$ cat src/source/jpeg_quant_pkg.sv
package jpeg_quant_pkg;

    // coefficient, quantized value and reciprocal widths
    localparam int DW = 15;
    localparam int QW = 11;
    localparam int M_BITS = 13;

    localparam int MULT_STAGES = 4;
    // input register stage plus the multiplier
    localparam int QUANT_LATENCY = 1 + MULT_STAGES;

    // c0 carries the even zigzag index, c1 the odd one
    typedef struct packed {
        logic signed [DW-1:0] c0;
        logic signed [DW-1:0] c1;
    } coef_pair_t;

    typedef struct packed {
        logic signed [QW-1:0] q0;
        logic signed [QW-1:0] q1;
    } quant_pair_t;

    typedef struct packed {
        logic [M_BITS-1:0] f0;
        logic [M_BITS-1:0] f1;
    } factor_pair_t;

    // chroma: 0 Y, 1 U, 2 V
    typedef struct packed {
        logic       last_mcu;
        logic [1:0] chroma;
        logic [4:0] cnt;
    } quant_side_t;

    // annex K luminance table, raster order
    localparam logic [7:0] STD_LUMA_Q [64] = '{
        16, 11, 10, 16, 24, 40, 51, 61,
        12, 12, 14, 19, 26, 58, 60, 55,
        14, 13, 16, 24, 40, 57, 69, 56,
        14, 17, 22, 29, 51, 87, 80, 62,
        18, 22, 37, 56, 68, 109, 103, 77,
        24, 35, 55, 64, 81, 104, 113, 92,
        49, 64, 78, 87, 103, 121, 120, 101,
        72, 92, 95, 98, 112, 100, 103, 99
    };

    // annex K chrominance table, raster order
    localparam logic [7:0] STD_CHROMA_Q [64] = '{
        17, 18, 24, 47, 99, 99, 99, 99,
        18, 21, 26, 66, 99, 99, 99, 99,
        24, 26, 56, 99, 99, 99, 99, 99,
        47, 66, 99, 99, 99, 99, 99, 99,
        99, 99, 99, 99, 99, 99, 99, 99,
        99, 99, 99, 99, 99, 99, 99, 99,
        99, 99, 99, 99, 99, 99, 99, 99,
        99, 99, 99, 99, 99, 99, 99, 99
    };

    // zigzag index to raster index
    localparam logic [5:0] ZIGZAG_RASTER [64] = '{
        0, 1, 8, 16, 9, 2, 3, 10,
        17, 24, 32, 25, 18, 11, 4, 5,
        12, 19, 26, 33, 40, 48, 41, 34,
        27, 20, 13, 6, 7, 14, 21, 28,
        35, 42, 49, 56, 57, 50, 43, 36,
        29, 22, 15, 23, 30, 37, 44, 51,
        58, 59, 52, 45, 38, 31, 39, 46,
        53, 60, 61, 54, 47, 55, 62, 63
    };

endpackage
$ cat src/source/jpeg_quant.sv
`timescale 1ns/1ns

module jpeg_quant #(
    parameter int SENSOR_X_SIZE = 1280,
    parameter int SENSOR_Y_SIZE = 720
) (
    input  logic                             clk,
    input  logic                             resetn,
    input  jpeg_quant_pkg::coef_pair_t       di,
    input  logic                             di_valid,
    input  logic [4:0]                       di_cnt,
    output logic                             di_hold,
    output jpeg_quant_pkg::quant_pair_t      q,
    output logic                             q_valid,
    output jpeg_quant_pkg::quant_side_t      q_side,
    input  logic                             q_hold,
    input  logic [$clog2(SENSOR_X_SIZE)-1:0] x_size_m1,
    input  logic [$clog2(SENSOR_Y_SIZE)-1:0] y_size_m1
);

    localparam int PW = jpeg_quant_pkg::DW + jpeg_quant_pkg::M_BITS;
    localparam int QW = jpeg_quant_pkg::QW;
    // product scale is 2^(M_BITS-1)
    localparam int SHIFT = jpeg_quant_pkg::M_BITS - 1;

    logic                         accept;
    logic                         en;
    logic [1:0]                   chroma;
    logic                         last_mcu;
    logic [5:0]                   ra;
    jpeg_quant_pkg::quant_side_t  side_in;
    jpeg_quant_pkg::coef_pair_t   di0;
    jpeg_quant_pkg::quant_side_t  di0_side;
    logic                         di0_valid;
    jpeg_quant_pkg::factor_pair_t factor;
    logic signed [PW-1:0]         prod0;
    logic signed [PW-1:0]         prod1;

    // the whole pipe stalls while the receiver holds
    assign en      = !q_hold;
    assign accept  = di_valid && !q_hold;
    assign di_hold = q_hold;

    mcu_tracker #(
        .SENSOR_X_SIZE(SENSOR_X_SIZE),
        .SENSOR_Y_SIZE(SENSOR_Y_SIZE)
    ) mcu_tracker_i (
        .clk      (clk),
        .resetn   (resetn),
        .accept   (accept),
        .di_cnt   (di_cnt),
        .x_size_m1(x_size_m1),
        .y_size_m1(y_size_m1),
        .chroma   (chroma),
        .last_mcu (last_mcu)
    );

    // U and V share the chroma half of the rom
    assign ra = {chroma != 2'd0, di_cnt};

    quant_tables quant_tables_i (
        .clk(clk),
        .re (accept),
        .ra (ra),
        .rd (factor)
    );

    assign side_in = '{last_mcu: last_mcu, chroma: chroma, cnt: di_cnt};

    // input register stage, in step with the rom read
    always_ff @(posedge clk) begin
        if (!resetn) begin
            di0_valid <= 1'b0;
        end else if (en) begin
            di0_valid <= di_valid;
        end
    end

    always_ff @(posedge clk) begin
        if (accept) begin
            di0      <= di;
            di0_side <= side_in;
        end
    end

    quant_mult mult0_i (
        .clk      (clk),
        .resetn   (resetn),
        .en       (en),
        .in_valid (di0_valid),
        .a_in     (di0.c0),
        .b_in     (factor.f0),
        .out      (prod0),
        .out_valid(q_valid)
    );

    // second lane runs in lockstep, its valid is the same as lane 0
    quant_mult mult1_i (
        .clk      (clk),
        .resetn   (resetn),
        .en       (en),
        .in_valid (di0_valid),
        .a_in     (di0.c1),
        .b_in     (factor.f1),
        .out      (prod1),
        .out_valid()
    );

    sideband_pipe #(
        .DEPTH(jpeg_quant_pkg::MULT_STAGES)
    ) sideband_pipe_i (
        .clk(clk),
        .en (en),
        .d  (di0_side),
        .q  (q_side)
    );

    // arithmetic shift right by SHIFT, low QW bits kept
    assign q = '{
        q0: prod0[SHIFT +: QW],
        q1: prod1[SHIFT +: QW]
    };

endmodule

$ cat src/source/sideband_pipe.sv
`timescale 1ns/1ns

module sideband_pipe #(
    parameter int DEPTH = 4
) (
    input  logic                        clk,
    input  logic                        en,
    input  jpeg_quant_pkg::quant_side_t d,
    output jpeg_quant_pkg::quant_side_t q
);

    // one entry per multiplier stage
    jpeg_quant_pkg::quant_side_t stage [DEPTH];

    always_ff @(posedge clk) begin
        if (en) begin
            stage[0] <= d;
            for (int i = 1; i < DEPTH; i++) begin
                stage[i] <= stage[i-1];
            end
        end
    end

    assign q = stage[DEPTH-1];

endmodule

$ cat src/source/mcu_tracker.sv
`timescale 1ns/1ns

module mcu_tracker #(
    parameter int SENSOR_X_SIZE = 1280,
    parameter int SENSOR_Y_SIZE = 720
) (
    input  logic                             clk,
    input  logic                             resetn,
    input  logic                             accept,
    input  logic [4:0]                       di_cnt,
    input  logic [$clog2(SENSOR_X_SIZE)-1:0] x_size_m1,
    input  logic [$clog2(SENSOR_Y_SIZE)-1:0] y_size_m1,
    output logic [1:0]                       chroma,
    output logic                             last_mcu
);

    localparam int XW = $clog2(SENSOR_X_SIZE);
    localparam int YW = $clog2(SENSOR_Y_SIZE);

    // 0..3 Y, 4 U, 5 V
    logic [2:0]    blk_cnt;
    // mcu coordinates, 16 pixels per mcu
    logic [XW-5:0] x_mcu;
    logic [YW-5:0] y_mcu;
    logic [XW-5:0] x_last;
    logic [YW-5:0] y_last;
    logic          blk_end;
    logic          mcu_end;

    assign x_last = x_size_m1[XW-1:4];
    assign y_last = y_size_m1[YW-1:4];

    assign blk_end = accept && (di_cnt == 5'd31);
    assign mcu_end = blk_end && (blk_cnt == 3'd5);

    always_ff @(posedge clk) begin
        if (!resetn) begin
            blk_cnt <= '0;
            x_mcu   <= '0;
            y_mcu   <= '0;
        end else begin
            if (blk_end) begin
                blk_cnt <= (blk_cnt == 3'd5) ? 3'd0 : blk_cnt + 3'd1;
            end
            if (mcu_end) begin
                if (x_mcu == x_last) begin
                    x_mcu <= '0;
                    // wrap into the next frame after the bottom row
                    y_mcu <= (y_mcu == y_last) ? '0 : y_mcu + 1'b1;
                end else begin
                    x_mcu <= x_mcu + 1'b1;
                end
            end
        end
    end

    always_comb begin
        case (blk_cnt)
            3'd4:    chroma = 2'd1;
            3'd5:    chroma = 2'd2;
            default: chroma = 2'd0;
        endcase
    end

    assign last_mcu = (blk_cnt == 3'd5) && (x_mcu == x_last) && (y_mcu == y_last);

endmodule

$ cat src/source/quant_mult.sv
`timescale 1ns/1ns

module quant_mult (
    input  logic                                                      clk,
    input  logic                                                      resetn,
    input  logic                                                      en,
    input  logic                                                      in_valid,
    input  logic signed [jpeg_quant_pkg::DW-1:0]                      a_in,
    input  logic [jpeg_quant_pkg::M_BITS-1:0]                         b_in,
    output logic signed [jpeg_quant_pkg::DW+jpeg_quant_pkg::M_BITS-1:0] out,
    output logic                                                      out_valid
);

    localparam int AW = jpeg_quant_pkg::DW;
    localparam int BW = jpeg_quant_pkg::M_BITS;
    localparam int PW = AW + BW;
    localparam int NS = jpeg_quant_pkg::MULT_STAGES;
    // b is split into a low and a high slice
    localparam int LO_W = BW / 2 + 1;
    localparam int HI_W = BW - LO_W;

    logic signed [AW-1:0]   a_r;
    logic [BW-1:0]          b_r;
    // one spare bit each for the zero-extended unsigned slice
    logic signed [AW+LO_W:0] pp_lo;
    logic signed [AW+HI_W:0] pp_hi;
    logic signed [PW-1:0]    sum;
    logic [NS-1:0]           vld;

    always_ff @(posedge clk) begin
        if (!resetn) begin
            vld <= '0;
        end else if (en) begin
            vld <= {vld[NS-2:0], in_valid};
        end
    end

    always_ff @(posedge clk) begin
        if (en) begin
            // stage 1: register operands
            a_r <= a_in;
            b_r <= b_in;
            // stage 2: partial products
            pp_lo <= a_r * $signed({1'b0, b_r[LO_W-1:0]});
            pp_hi <= a_r * $signed({1'b0, b_r[BW-1:LO_W]});
            // stage 3: align and add
            sum <= PW'(pp_lo) + (PW'(pp_hi) <<< LO_W);
            // stage 4: output register
            out <= sum;
        end
    end

    assign out_valid = vld[NS-1];

endmodule

$ cat src/source/quant_tables.sv
`timescale 1ns/1ns

module quant_tables (
    input  logic                         clk,
    input  logic                         re,
    input  logic [5:0]                   ra,
    output jpeg_quant_pkg::factor_pair_t rd
);

    localparam int MB = jpeg_quant_pkg::M_BITS;
    // unity gain of the reciprocal, matches the output shift of M_BITS-1
    localparam int ONE = 1 << (MB - 1);

    // rounded reciprocal of one table entry, addressed by zigzag index
    function automatic logic [MB-1:0] recip(input int chroma_sel, input int zz);
        int raster;
        int qstd;
        raster = int'(jpeg_quant_pkg::ZIGZAG_RASTER[zz]);
        if (chroma_sel != 0) begin
            qstd = int'(jpeg_quant_pkg::STD_CHROMA_Q[raster]);
        end else begin
            qstd = int'(jpeg_quant_pkg::STD_LUMA_Q[raster]);
        end
        // round to nearest
        return MB'((ONE + qstd / 2) / qstd);
    endfunction

    // word i holds the factors for zigzag indices 2*cnt and 2*cnt+1,
    // the upper 32 words are the chroma half
    jpeg_quant_pkg::factor_pair_t rom [64];

    for (genvar i = 0; i < 64; i++) begin : g_rom
        localparam int SEL = i / 32;
        localparam int CNT = i % 32;

        assign rom[i] = '{
            f0: recip(SEL, 2 * CNT),
            f1: recip(SEL, 2 * CNT + 1)
        };
    end

    // registered read, lines up with the input register stage of the top
    always_ff @(posedge clk) begin
        if (re) begin
            rd <= rom[ra];
        end
    end

endmodule

$ cat config.mk
export PLATFORM = sky130hd
export DESIGN_NAME = jpeg_quant
export DESIGN_NICKNAME = d
export VERILOG_FILES = /design/src/source/jpeg_quant_pkg.sv /design/src/source/jpeg_quant.sv /design/src/source/sideband_pipe.sv /design/src/source/mcu_tracker.sv /design/src/source/quant_mult.sv /design/src/source/quant_tables.sv
export SDC_FILE = /design/constraint.sdc
export NUM_CORES = 1
export LEC_CHECK = 0
export ABC_CLOCK_PERIOD_IN_PS = 9000
export BUFFER_PORTS_ARGS = -buffer_cell sky130_fd_sc_hd__buf_2
export CORE_UTILIZATION = 60
export DETAILED_ROUTE_END_ITERATION = 16
export HOLD_SLACK_MARGIN = 0.03
export MAX_ROUTING_LAYER = met4
export PLACE_DENSITY = 0.87
export SETUP_SLACK_MARGIN = 0.2
export SLEW_MARGIN = 10
export SYNTH_ARGS = -nofsm -noshare
export SYNTH_HDL_FRONTEND = slang
export SYNTH_HIERARCHICAL = 1
export SYNTH_SLANG_ARGS = --single-unit
$ cat constraint.sdc
create_clock -name clk -period 9 [get_ports clk]
set_input_delay 0.9 -clock clk [delete_from_list [all_inputs] [get_ports clk]]
set_output_delay 0.9 -clock clk [all_outputs]
set_load 0.02 [all_outputs]
* Yosys cells after proc, flatten, opt, wreduce, memory -nomap -nowiden
Memory sizes are Yosys's and may differ from the RTL's. A register that Yosys moved wholly into a read port is not among the register bits.
Cells that the tools add are included.
** Cells by class
- Add/sub/neg operators :: 5
- $mul :: 4
- Equal/unequal tests :: 5
- Mux-type cells :: 5
- Bitwise logic cells :: 1
- Reduce and logical (&&, ||, !) cells :: 8
** Operators with widths (count)
- $add 23x23->23 :: 2
- $mul 15x8->23 :: 2
- $mul 15x7->16 :: 2
- $add 7x1->7 const B :: 1
- $eq 7x7->1 :: 1
- $mux 7 :: 1
- $not 6->7 :: 1
- $add 6x1->6 const B :: 1
- $eq 3x3->1 const B :: 2
- $eq 6x6->1 :: 1
- $mux 6 :: 1
- $eq 5x5->1 const B :: 1
- $logic_and 1x1->1 :: 5
- $pmux 2 s2 :: 1
- $add 3x1->3 const B :: 1
- $mux 3 :: 1
- $reduce_and 2->1 :: 1
- $reduce_bool 2->1 :: 1
- $logic_not 1->1 :: 1
- $mux 1 :: 1
** Storage, ports and cells
- Flip-flop bits (word level) :: 285
- RAM bits :: 32
- Bits in read-only memories :: 1664
- Bits of input ports :: 60
- Word-level logic and storage cells :: 52
- Memories kept :: 2
** Memory list
- (no name shown) :: words 64, width 26, read ports 1, clocked after Yosys merged registers in 1, wr ports 0, RTL line quant_tables.sv:45 : rd <= rom[ra];
- sideband_pipe_i.stage :: words 4, width 8, read ports 4, clocked after Yosys merged registers in 0, wr ports 4, RTL line sideband_pipe.sv:13 : jpeg_quant_pkg::quant_side_t stage [DEPTH];

* Depth between registers and ports, before layout
Gate-level depths: netlist of the first run.
- Depth after elaboration :: 5
- Gate-level depth with buffers :: 19
- Mapped depth without buffers :: 17

* Cells and area by module
Netlist of the first run, hierarchy kept.
** By module, submodules not included
- quant_mult (mult0_i) :: instances 1, cells each 1165, area each 12399.4 sq um, sequential area each 3923.8 sq um
- quant_mult (mult1_i) :: instances 1, cells each 1152, area each 12338.1 sq um, sequential area each 3923.8 sq um
- quant_tables :: instances 1, cells each 194, area each 1750.4 sq um, sequential area each 540.5 sq um
- jpeg_quant :: instances 1, cells each 45, area each 1198.6 sq um, sequential area each 1161.1 sq um
- sideband_pipe :: instances 1, cells each 32, area each 960.9 sq um, sequential area each 960.9 sq um
- mcu_tracker :: instances 1, cells each 105, area each 952.2 sq um, sequential area each 320.3 sq um

* Worst setup path before layout of the first run
No wires, ideal clock.
- Kind :: input to register
- Start :: input port q_hold
- End :: register mult0_i.vld[0]
- Library setup time :: 0.116 ns
- Data arrival time :: 7.116 ns
- Data required time :: 8.884 ns
- Setup slack :: 1.768 ns
- Stages :: 4
- Cells stage by stage :: inv_1 > clkbuf_1 > mux2i_1 > nor2b_1
** RTL lines
- from (decl) :: RTL line jpeg_quant.sv:16 : input logic q_hold,
- to (signal assigned) :: RTL line quant_mult.sv:34 : vld <= {vld[NS-2:0], in_valid};
- to (decl) :: RTL line quant_mult.sv:28 : logic [NS-1:0] vld;

* Worst setup path in the final report of the first run
- Start :: register mult0_i.a_r[3]
- End :: register mult0_i.pp_hi[13], data pin
** Between the ends
- Word-level cells in the longest chain between the ends :: 1
** RTL lines
- from (decl) :: RTL line quant_mult.sv:22 : logic signed [AW-1:0] a_r;
- from (signal assigned) :: RTL line quant_mult.sv:41 : a_r <= a_in;
- $mul 15x7->16 :: RTL line quant_mult.sv:45 : pp_hi <= a_r * $signed({1'b0, b_r[BW-1:LO_W]});
- to (signal assigned) :: RTL line quant_mult.sv:45
- to (decl) :: RTL line quant_mult.sv:26 : logic signed [AW+HI_W:0] pp_hi;
Every way passes these cells.
A chain may end at the register's enable or synchronous reset.

==> results of run 1 <==
[metal layers]
| layer | up-vias | part of all wire | track usage |
|---|---|---|---|
| li1 | 7443 | - | - |
| met1 | 7765 | 0.44 | 0.316 |
| met2 | 541 | 0.47 | 0.380 |
| met3 | 108 | 0.068 | 0.0310 |
| met4 | 0 | 0.025 | 0.0709 |
| met5 | - | 0 | - |
[registers in the layout (all words and copies together), names as in the netlist, 7 cells and up]
register,count
sideband_pipe_i/stage,32
mult0_i/sum,11
quant_tables_i/rd,18
mcu_tracker_i/x_mcu,7
mult0_i/a_r,15
di0_side,8
mult1_i/b_r,13
mult1_i/out,11
mult0_i/pp_lo,16
mult1_i/pp_lo,16
mult1_i/sum,11
mult0_i/pp_hi,16
mult0_i/b_r,13
di0,30
mult1_i/a_r,15
mult1_i/pp_hi,16
mult0_i/out,11
[path summary, 6_finish.rpt]
check / startpoint / end / slack (ps) / depth (start not counted)
max reg2reg: mult0_i/a_r[3] / mult0_i/pp_hi[13] / 3970 / 16
max: mult0_i/a_r[3] / mult0_i/pp_hi[13] / 3970 / 16
min reg2reg: di0[28] / mult0_i/a_r[13] / 400 / 0
min: di0[28] / mult0_i/a_r[13] / 400 / 0
[power groups by stage]
stage	Clock, mW	Combinational (mW)	Sequential (mW)
finish	1.25	4.55	2.07
global route	1.33	5.10	2.10
CTS	1.29	4.51	2.07
detailed placement	0	4.48	2.09
global placement	0	4.26	2.08
floorplan	0	3.51	2.07
[area by class of cell]
| class | instances | share of cell area |
|---|---|---|
| multi-input cells | 1522 | 0.554 |
| clock buffers | 36 | 0.0294 |
| clock inverters | 18 | 0.00945 |
| flip-flops and latches | 273 | 0.308 |
| inverters | 394 | 0.0573 |
| repair buffers | 85 | 0.0166 |
| well taps | 525 | 0.0253 |
[stage by stage]
step | cell area, sq um | util | hold WS (ps) | std cells | total power, mW
floorplan | 24300 | - | 400 | 2281 | 5.58
global placement | 24900 | 0.626 | 401 | 2799 | 6.34
detailed placement | 24900 | 0.626 | 405 | 2799 | 6.57
CTS | 26000 | 0.652 | 405 | 2853 | 7.87
global route | 26000 | 0.652 | 406 | 2853 | 8.53
finish | 26000 | 0.652 | 403 | 2853 | 7.87
[worst max-delay path: cells and delay by family (launching register included)]
kind | cells | cell delay (ps)
fa+ha+maj | 5 | 2470
xor+xnor | 1 | 320
compound gates | 5 | 950
flops | 1 | 580
buf+inv | 4 | 220
simple gates | 1 | 270
==> flow_summary.json, run 1 <==
{
  "path_clk_slew_ps": 70,
  "start_util": 0.609,
  "wl_per_cell_um": 16.1,
  "start_kind": "flip-flop",
  "hold_viol_final": 0,
  "htreeDepth": 1,
  "power_switching_mw": 3.30,
  "port_buffers": 83,
  "drtIter0Drc": 1137,
  "min_period_ps": 5030,
  "cts_resized": 0,
  "post-cts-setup-buffers": 0,
  "synth_warnings": 6,
  "drc": 0,
  "finalCritPeriodShare": 0.559,
  "status": "completed",
  "ioPinCount": 92,
  "worst_setup_path_end_kind": "flip-flop",
  "wirelength_um": 45900,
  "multi_input_area_sq_um": 14400,
  "crit_path_max_fanout": 13,
  "crit_arrival_ps": 5390,
  "num_rows": 73,
  "clock_path_buffers": 3,
  "p_clk_frac": 0.159,
  "cts_root_buf": "clkbuf_16",
  "slew_viol_final": 0,
  "max_freq_ghz": 0.199,
  "antenna_cells": 0,
  "p_per_area_nw_per_um2": 303,
  "pre_cts_ws_ps": 4000,
  "syn_avg_cell_area_sq_um": 10.7,
  "grt_first_pass_wirelength_um": 77400,
  "cts_buffers": 29,
  "num-fill-cells": 2908,
  "p_leak_nw": 11.7,
  "crit_type": "reg2reg",
  "dieArea_sq_um": 41200,
  "grt_usage": 0.237,
  "first_global_vias": 16401,
  "final-setup-viol-count": 0,
  "via_per_inst": 5.56,
  "worst-endpoint-required_ps": 9360,
  "critical_path.max_stage_delay_ps": 580,
  "layout-drive-gt1-share": 0.0747,
  "cts_tree": "done",
  "p_int_mw": 4.57,
  "tightest_slew_ps": 1010,
  "clk_latency_ps": 590,
  "setup_ws_ps": 3970,
  "vias": 15857,
  "mostFrequentLayoutCells": "392 x inv_1, 290 x and2_1, 258 x fa_1, 252 x edfxtp_1, 202 x ha_1",
  "final_common_cell": "inv_1",
  "area_growth_pct": 6.99,
  "syn-instance-count": 2274,
  "antenna_left": 0,
  "comb_power_share": 0.579,
  "gr-total-overflow": 0,
  "synth_area_sq_um": 24300,
  "p_sw_frac": 0.419,
  "cts_num_sinks": 273,
  "fin_skew_ps": 12.0,
  "drt-pass1-iter-count": 5,
  "die_h_um": 203,
  "seq_area_sq_um": 7990,
  "die_w_um": 203,
  "path_cells": "and2_1 > fa_1 > inv_1 > fa_1 > inv_1 > fa_1 > inv_1 > fa_1 > inv_1 > ha_1 > o211ai_1 > o211ai_1 > o21ai_0 > o21ai_0 > a21boi_0 > xnor2_1",
  "fin_tns_setup_ps": 0,
  "holdCritPathClass": "reg2reg",
  "core-area_sq_um": 39800,
  "place_congestion": 0.894,
  "grt_max_degree": 120,
  "max_slew_margin": 0.324,
  "maxCapViolCount": 0,
  "vdd_ir_drop_max_uv": 192,
  "cts_hold_buffers": 0,
  "seqPwrFrac": 0.262,
  "dp_hpwl_um": 34800,
  "grt_antenna_before_repair": 0,
  "rsz0062_at_grt": "no",
  "layout.nets": 2825,
  "slowest_stage": "edfxtp_1"
}
Note: power is estimated with default switching activity, not from simulation.
==> run 2: changes to the inputs <==
--- a/config.mk
+++ b/config.mk
@@ -5,13 +5,13 @@
 export SDC_FILE = /design/constraint.sdc
 export NUM_CORES = 1
 export LEC_CHECK = 0
-export ABC_CLOCK_PERIOD_IN_PS = 9000
+export ABC_CLOCK_PERIOD_IN_PS = 4350
 export BUFFER_PORTS_ARGS = -buffer_cell sky130_fd_sc_hd__buf_2
-export CORE_UTILIZATION = 60
+export CORE_UTILIZATION = 59
 export DETAILED_ROUTE_END_ITERATION = 16
 export HOLD_SLACK_MARGIN = 0.03
 export MAX_ROUTING_LAYER = met4
-export PLACE_DENSITY = 0.87
+export PLACE_DENSITY = 0.89
 export SETUP_SLACK_MARGIN = 0.2
 export SLEW_MARGIN = 10
 export SYNTH_ARGS = -nofsm -noshare
==> constraint.sdc (replaced) <==
create_clock -name clk -period 4.35 [get_ports clk]
set_input_delay 0.435 -clock clk [delete_from_list [all_inputs] [get_ports clk]]
set_output_delay 0.435 -clock clk [all_outputs]
set_load 0.02 [all_outputs]
==> run 2 against run 1 <==
- the flow now finishes with violations (setup timing)
- largest power group unchanged
- final cell count rose by 11%
- power rose to 2.8 times the previous value
- via count rose by 25%
- wire length rose by 63%
- sequential share of layout area fell by 4.1 points
- register-to-register slack got worse by 4700 ps
- worst hold slack got worse by 340 ps
- critical path depth did not move
- flip-flop and latch count did not move
- die area rose by 1.7%
- first-iteration DRC count rose by 130%
- fmax fell by 0.72%
==> flow_summary.json, run 2 (synthesis results as in run 1) <==
{
  "maxCapViolCount": 0,
  "die_w_um": 205,
  "area_growth_pct": 23.2,
  "finalCritPeriodShare": 1.16,
  "num_rows": 73,
  "fin_tns_setup_ps": -12170,
  "layout-drive-gt1-share": 0.253,
  "crit_start": "mult1_i/a_r[7]",
  "slowest_stage": "fa_1",
  "tightest_slew_ps": 1210,
  "min_period_ps": 5060,
  "status": "complete, but fails checks",
  "rsz0062_at_grt": "yes",
  "gr-total-overflow": 0,
  "cp-endpoint": "mult1_i/pp_hi[14]",
  "whs_ps": 58.7,
  "vdd_ir_drop_max_uv": 514,
  "start_kind": "flip-flop",
  "crit_cells": 16,
  "grt_usage": 0.308,
  "failed_checks": "setup timing",
  "clk_latency_ps": 620,
  "dp.cells": 2972,
  "setup_ws_ps": -713,
  "clock_path_buffers": 3,
  "worst-endpoint-required_ps": 4700,
  "finalPower_mw": 22.3,
  "critical_path.max_stage_delay_ps": 570,
  "crit_path_max_fanout": 5,
  "rr_endpoint": "mult1_i/pp_hi[14]",
  "final-setup-viol-count": 43,
  "critPathBufInv": 4,
  "place_congestion": 0.908,
  "die_h_um": 205,
  "dieArea_sq_um": 41900,
  "final_cells": 3167,
  "crit_type": "reg2reg",
  "max_freq_ghz": 0.197,
  "p_sw_frac": 0.438,
  "worst_setup_path_end_kind": "flip-flop",
  "power_switching_mw": 9.77,
  "core-area_sq_um": 40100,
  "antenna_left": 0,
  "drc": 0,
  "cts_tree": "done",
  "r2r_start": "mult1_i/a_r[7]",
  "fin_skew_ps": 28.5,
  "start_util": 0.605,
  "path_cells": "buf_6 > and2_1 > fa_1 > fa_1 > fa_1 > inv_1 > fa_1 > inv_1 > ha_4 > o21ai_1 > nand2b_1 > a41oi_2 > o21bai_1 > a21oi_2 > xnor2_2 > buf_4",
  "crit_arrival_ps": 5410,
  "pre_cts_ws_ps": -218,
  "drtIter0Drc": 2628,
  "slew_viol_final": 0,
  "htreeDepth": 1,
  "port_buffers": 83,
  "whs_path_depth": 1,
  "cts_buffers": 30,
  "hold_viol_final": 0,
  "via_per_inst": 6.28,
  "layout.nets": 3135,
  "top_register": "sideband_pipe_i/stage",
  "r2r_cells": 16,
  "grt_antenna_before_repair": 2,
  "p_clk_frac": 0.123,
  "comb_power_share": 0.688,
  "cts_num_sinks": 273,
  "largest_reg_flops": 32,
  "p_int_mw": 12.5,
  "p_leak_nw": 13.5,
  "holdCritPathClass": "in2reg",
  "place_area_sq_um": 26600,
  "path_clk_slew_ps": 70,
  "max_slew_margin": 0.194,
  "final_common_cell": "inv_1",
  "wl_per_cell_um": 23.7,
  "largestRegisters": "sideband_pipe_i/stage x32, di0 x30, quant_tables_i/rd x18",
  "p_per_area_nw_per_um2": 746,
  "dp_hpwl_um": 39600,
  "utilization": 0.746,
  "drt-pass1-iter-count": 9,
  "design_area_sq_um": 29900,
  "min-delay-start": "di[29]",
  "mostFrequentLayoutCells": "362 x inv_1, 258 x and2_1, 252 x edfxtp_1, 247 x fa_1, 226 x buf_4",
  "cp_common_cell": "fa_1",
  "wirelength_um": 74900,
  "first_global_vias": 19670,
  "cts_root_buf": "clkbuf_16",
  "seqPwrFrac": 0.190,
  "path_delay_family": "adder cells",
  "ioPinCount": 92,
  "grt_first_pass_wirelength_um": 98700,
  "vias": 19879,
  "grt_max_degree": 201,
  "r2r_slack_ps": -710
}
[run 2: cell types whose count changed in the layout (fill, tap and decap cells not counted), sizes merged]
cell	delta
clkbuf	-3
dlygate4sd3	+29
buf	+279
inv	+2
diode	+3
clkinvlp	-2
clkdlybuf4s18	+1
clkinv	+5
[run 2: power groups by stage]
stage               clock network, mW  registers, mW  logic, mW
global placement                    0           4.26       10.7
detailed placement                  0           4.29       11.3
global route                     2.86           4.29       16.2
floorplan                           0           4.27       7.96
CTS                              2.73           4.22       12.5
finish                           2.74           4.23       15.3
[run 2: layer usage]
metal | part of all wire | track usage | vias to the layer above
met5 | 0 | - | -
met4 | 0.084 | 0.166 | 0
met3 | 0.12 | 0.0558 | 655
met2 | 0.46 | 0.501 | 1672
met1 | 0.33 | 0.364 | 9483
li1 | - | - | 8069
[run 2: area by class of cell]
type / count / area, sq um
fillers: 2096 / 10200
repair buffers: 394 / 3050
diodes: 3 / 7.51
clock inverters: 23 / 280
multi-input cells: 1522 / 15700
inverters: 394 / 1480
well taps: 525 / 657
clock buffers: 33 / 762
flip-flops and latches: 273 / 7990
[run 2: what timing repair did]
action                     4_1_cts  5_1_grt
setup buffers                   58       48
pin swaps                       69      114
cloned                           0        1
resized for setup              104      138
hold buffers                    29        0
hold endpoints to repair        29        0
setup endpoints to repair       38       45
[run 2: worst min path at each step]
| stage | to | slack [ps] |
|---|---|---|
| after global routing | di0[29] | 40 |
| after floorplan | mult0_i/a_r[0] | 400 |
| after global placement | mult0_i/a_r[13] | 400 |
| after CTS | di0[29] | 30 |
| final | di0[29] | 60 |
| after detailed placement | mult0_i/b_r[2] | 400 |
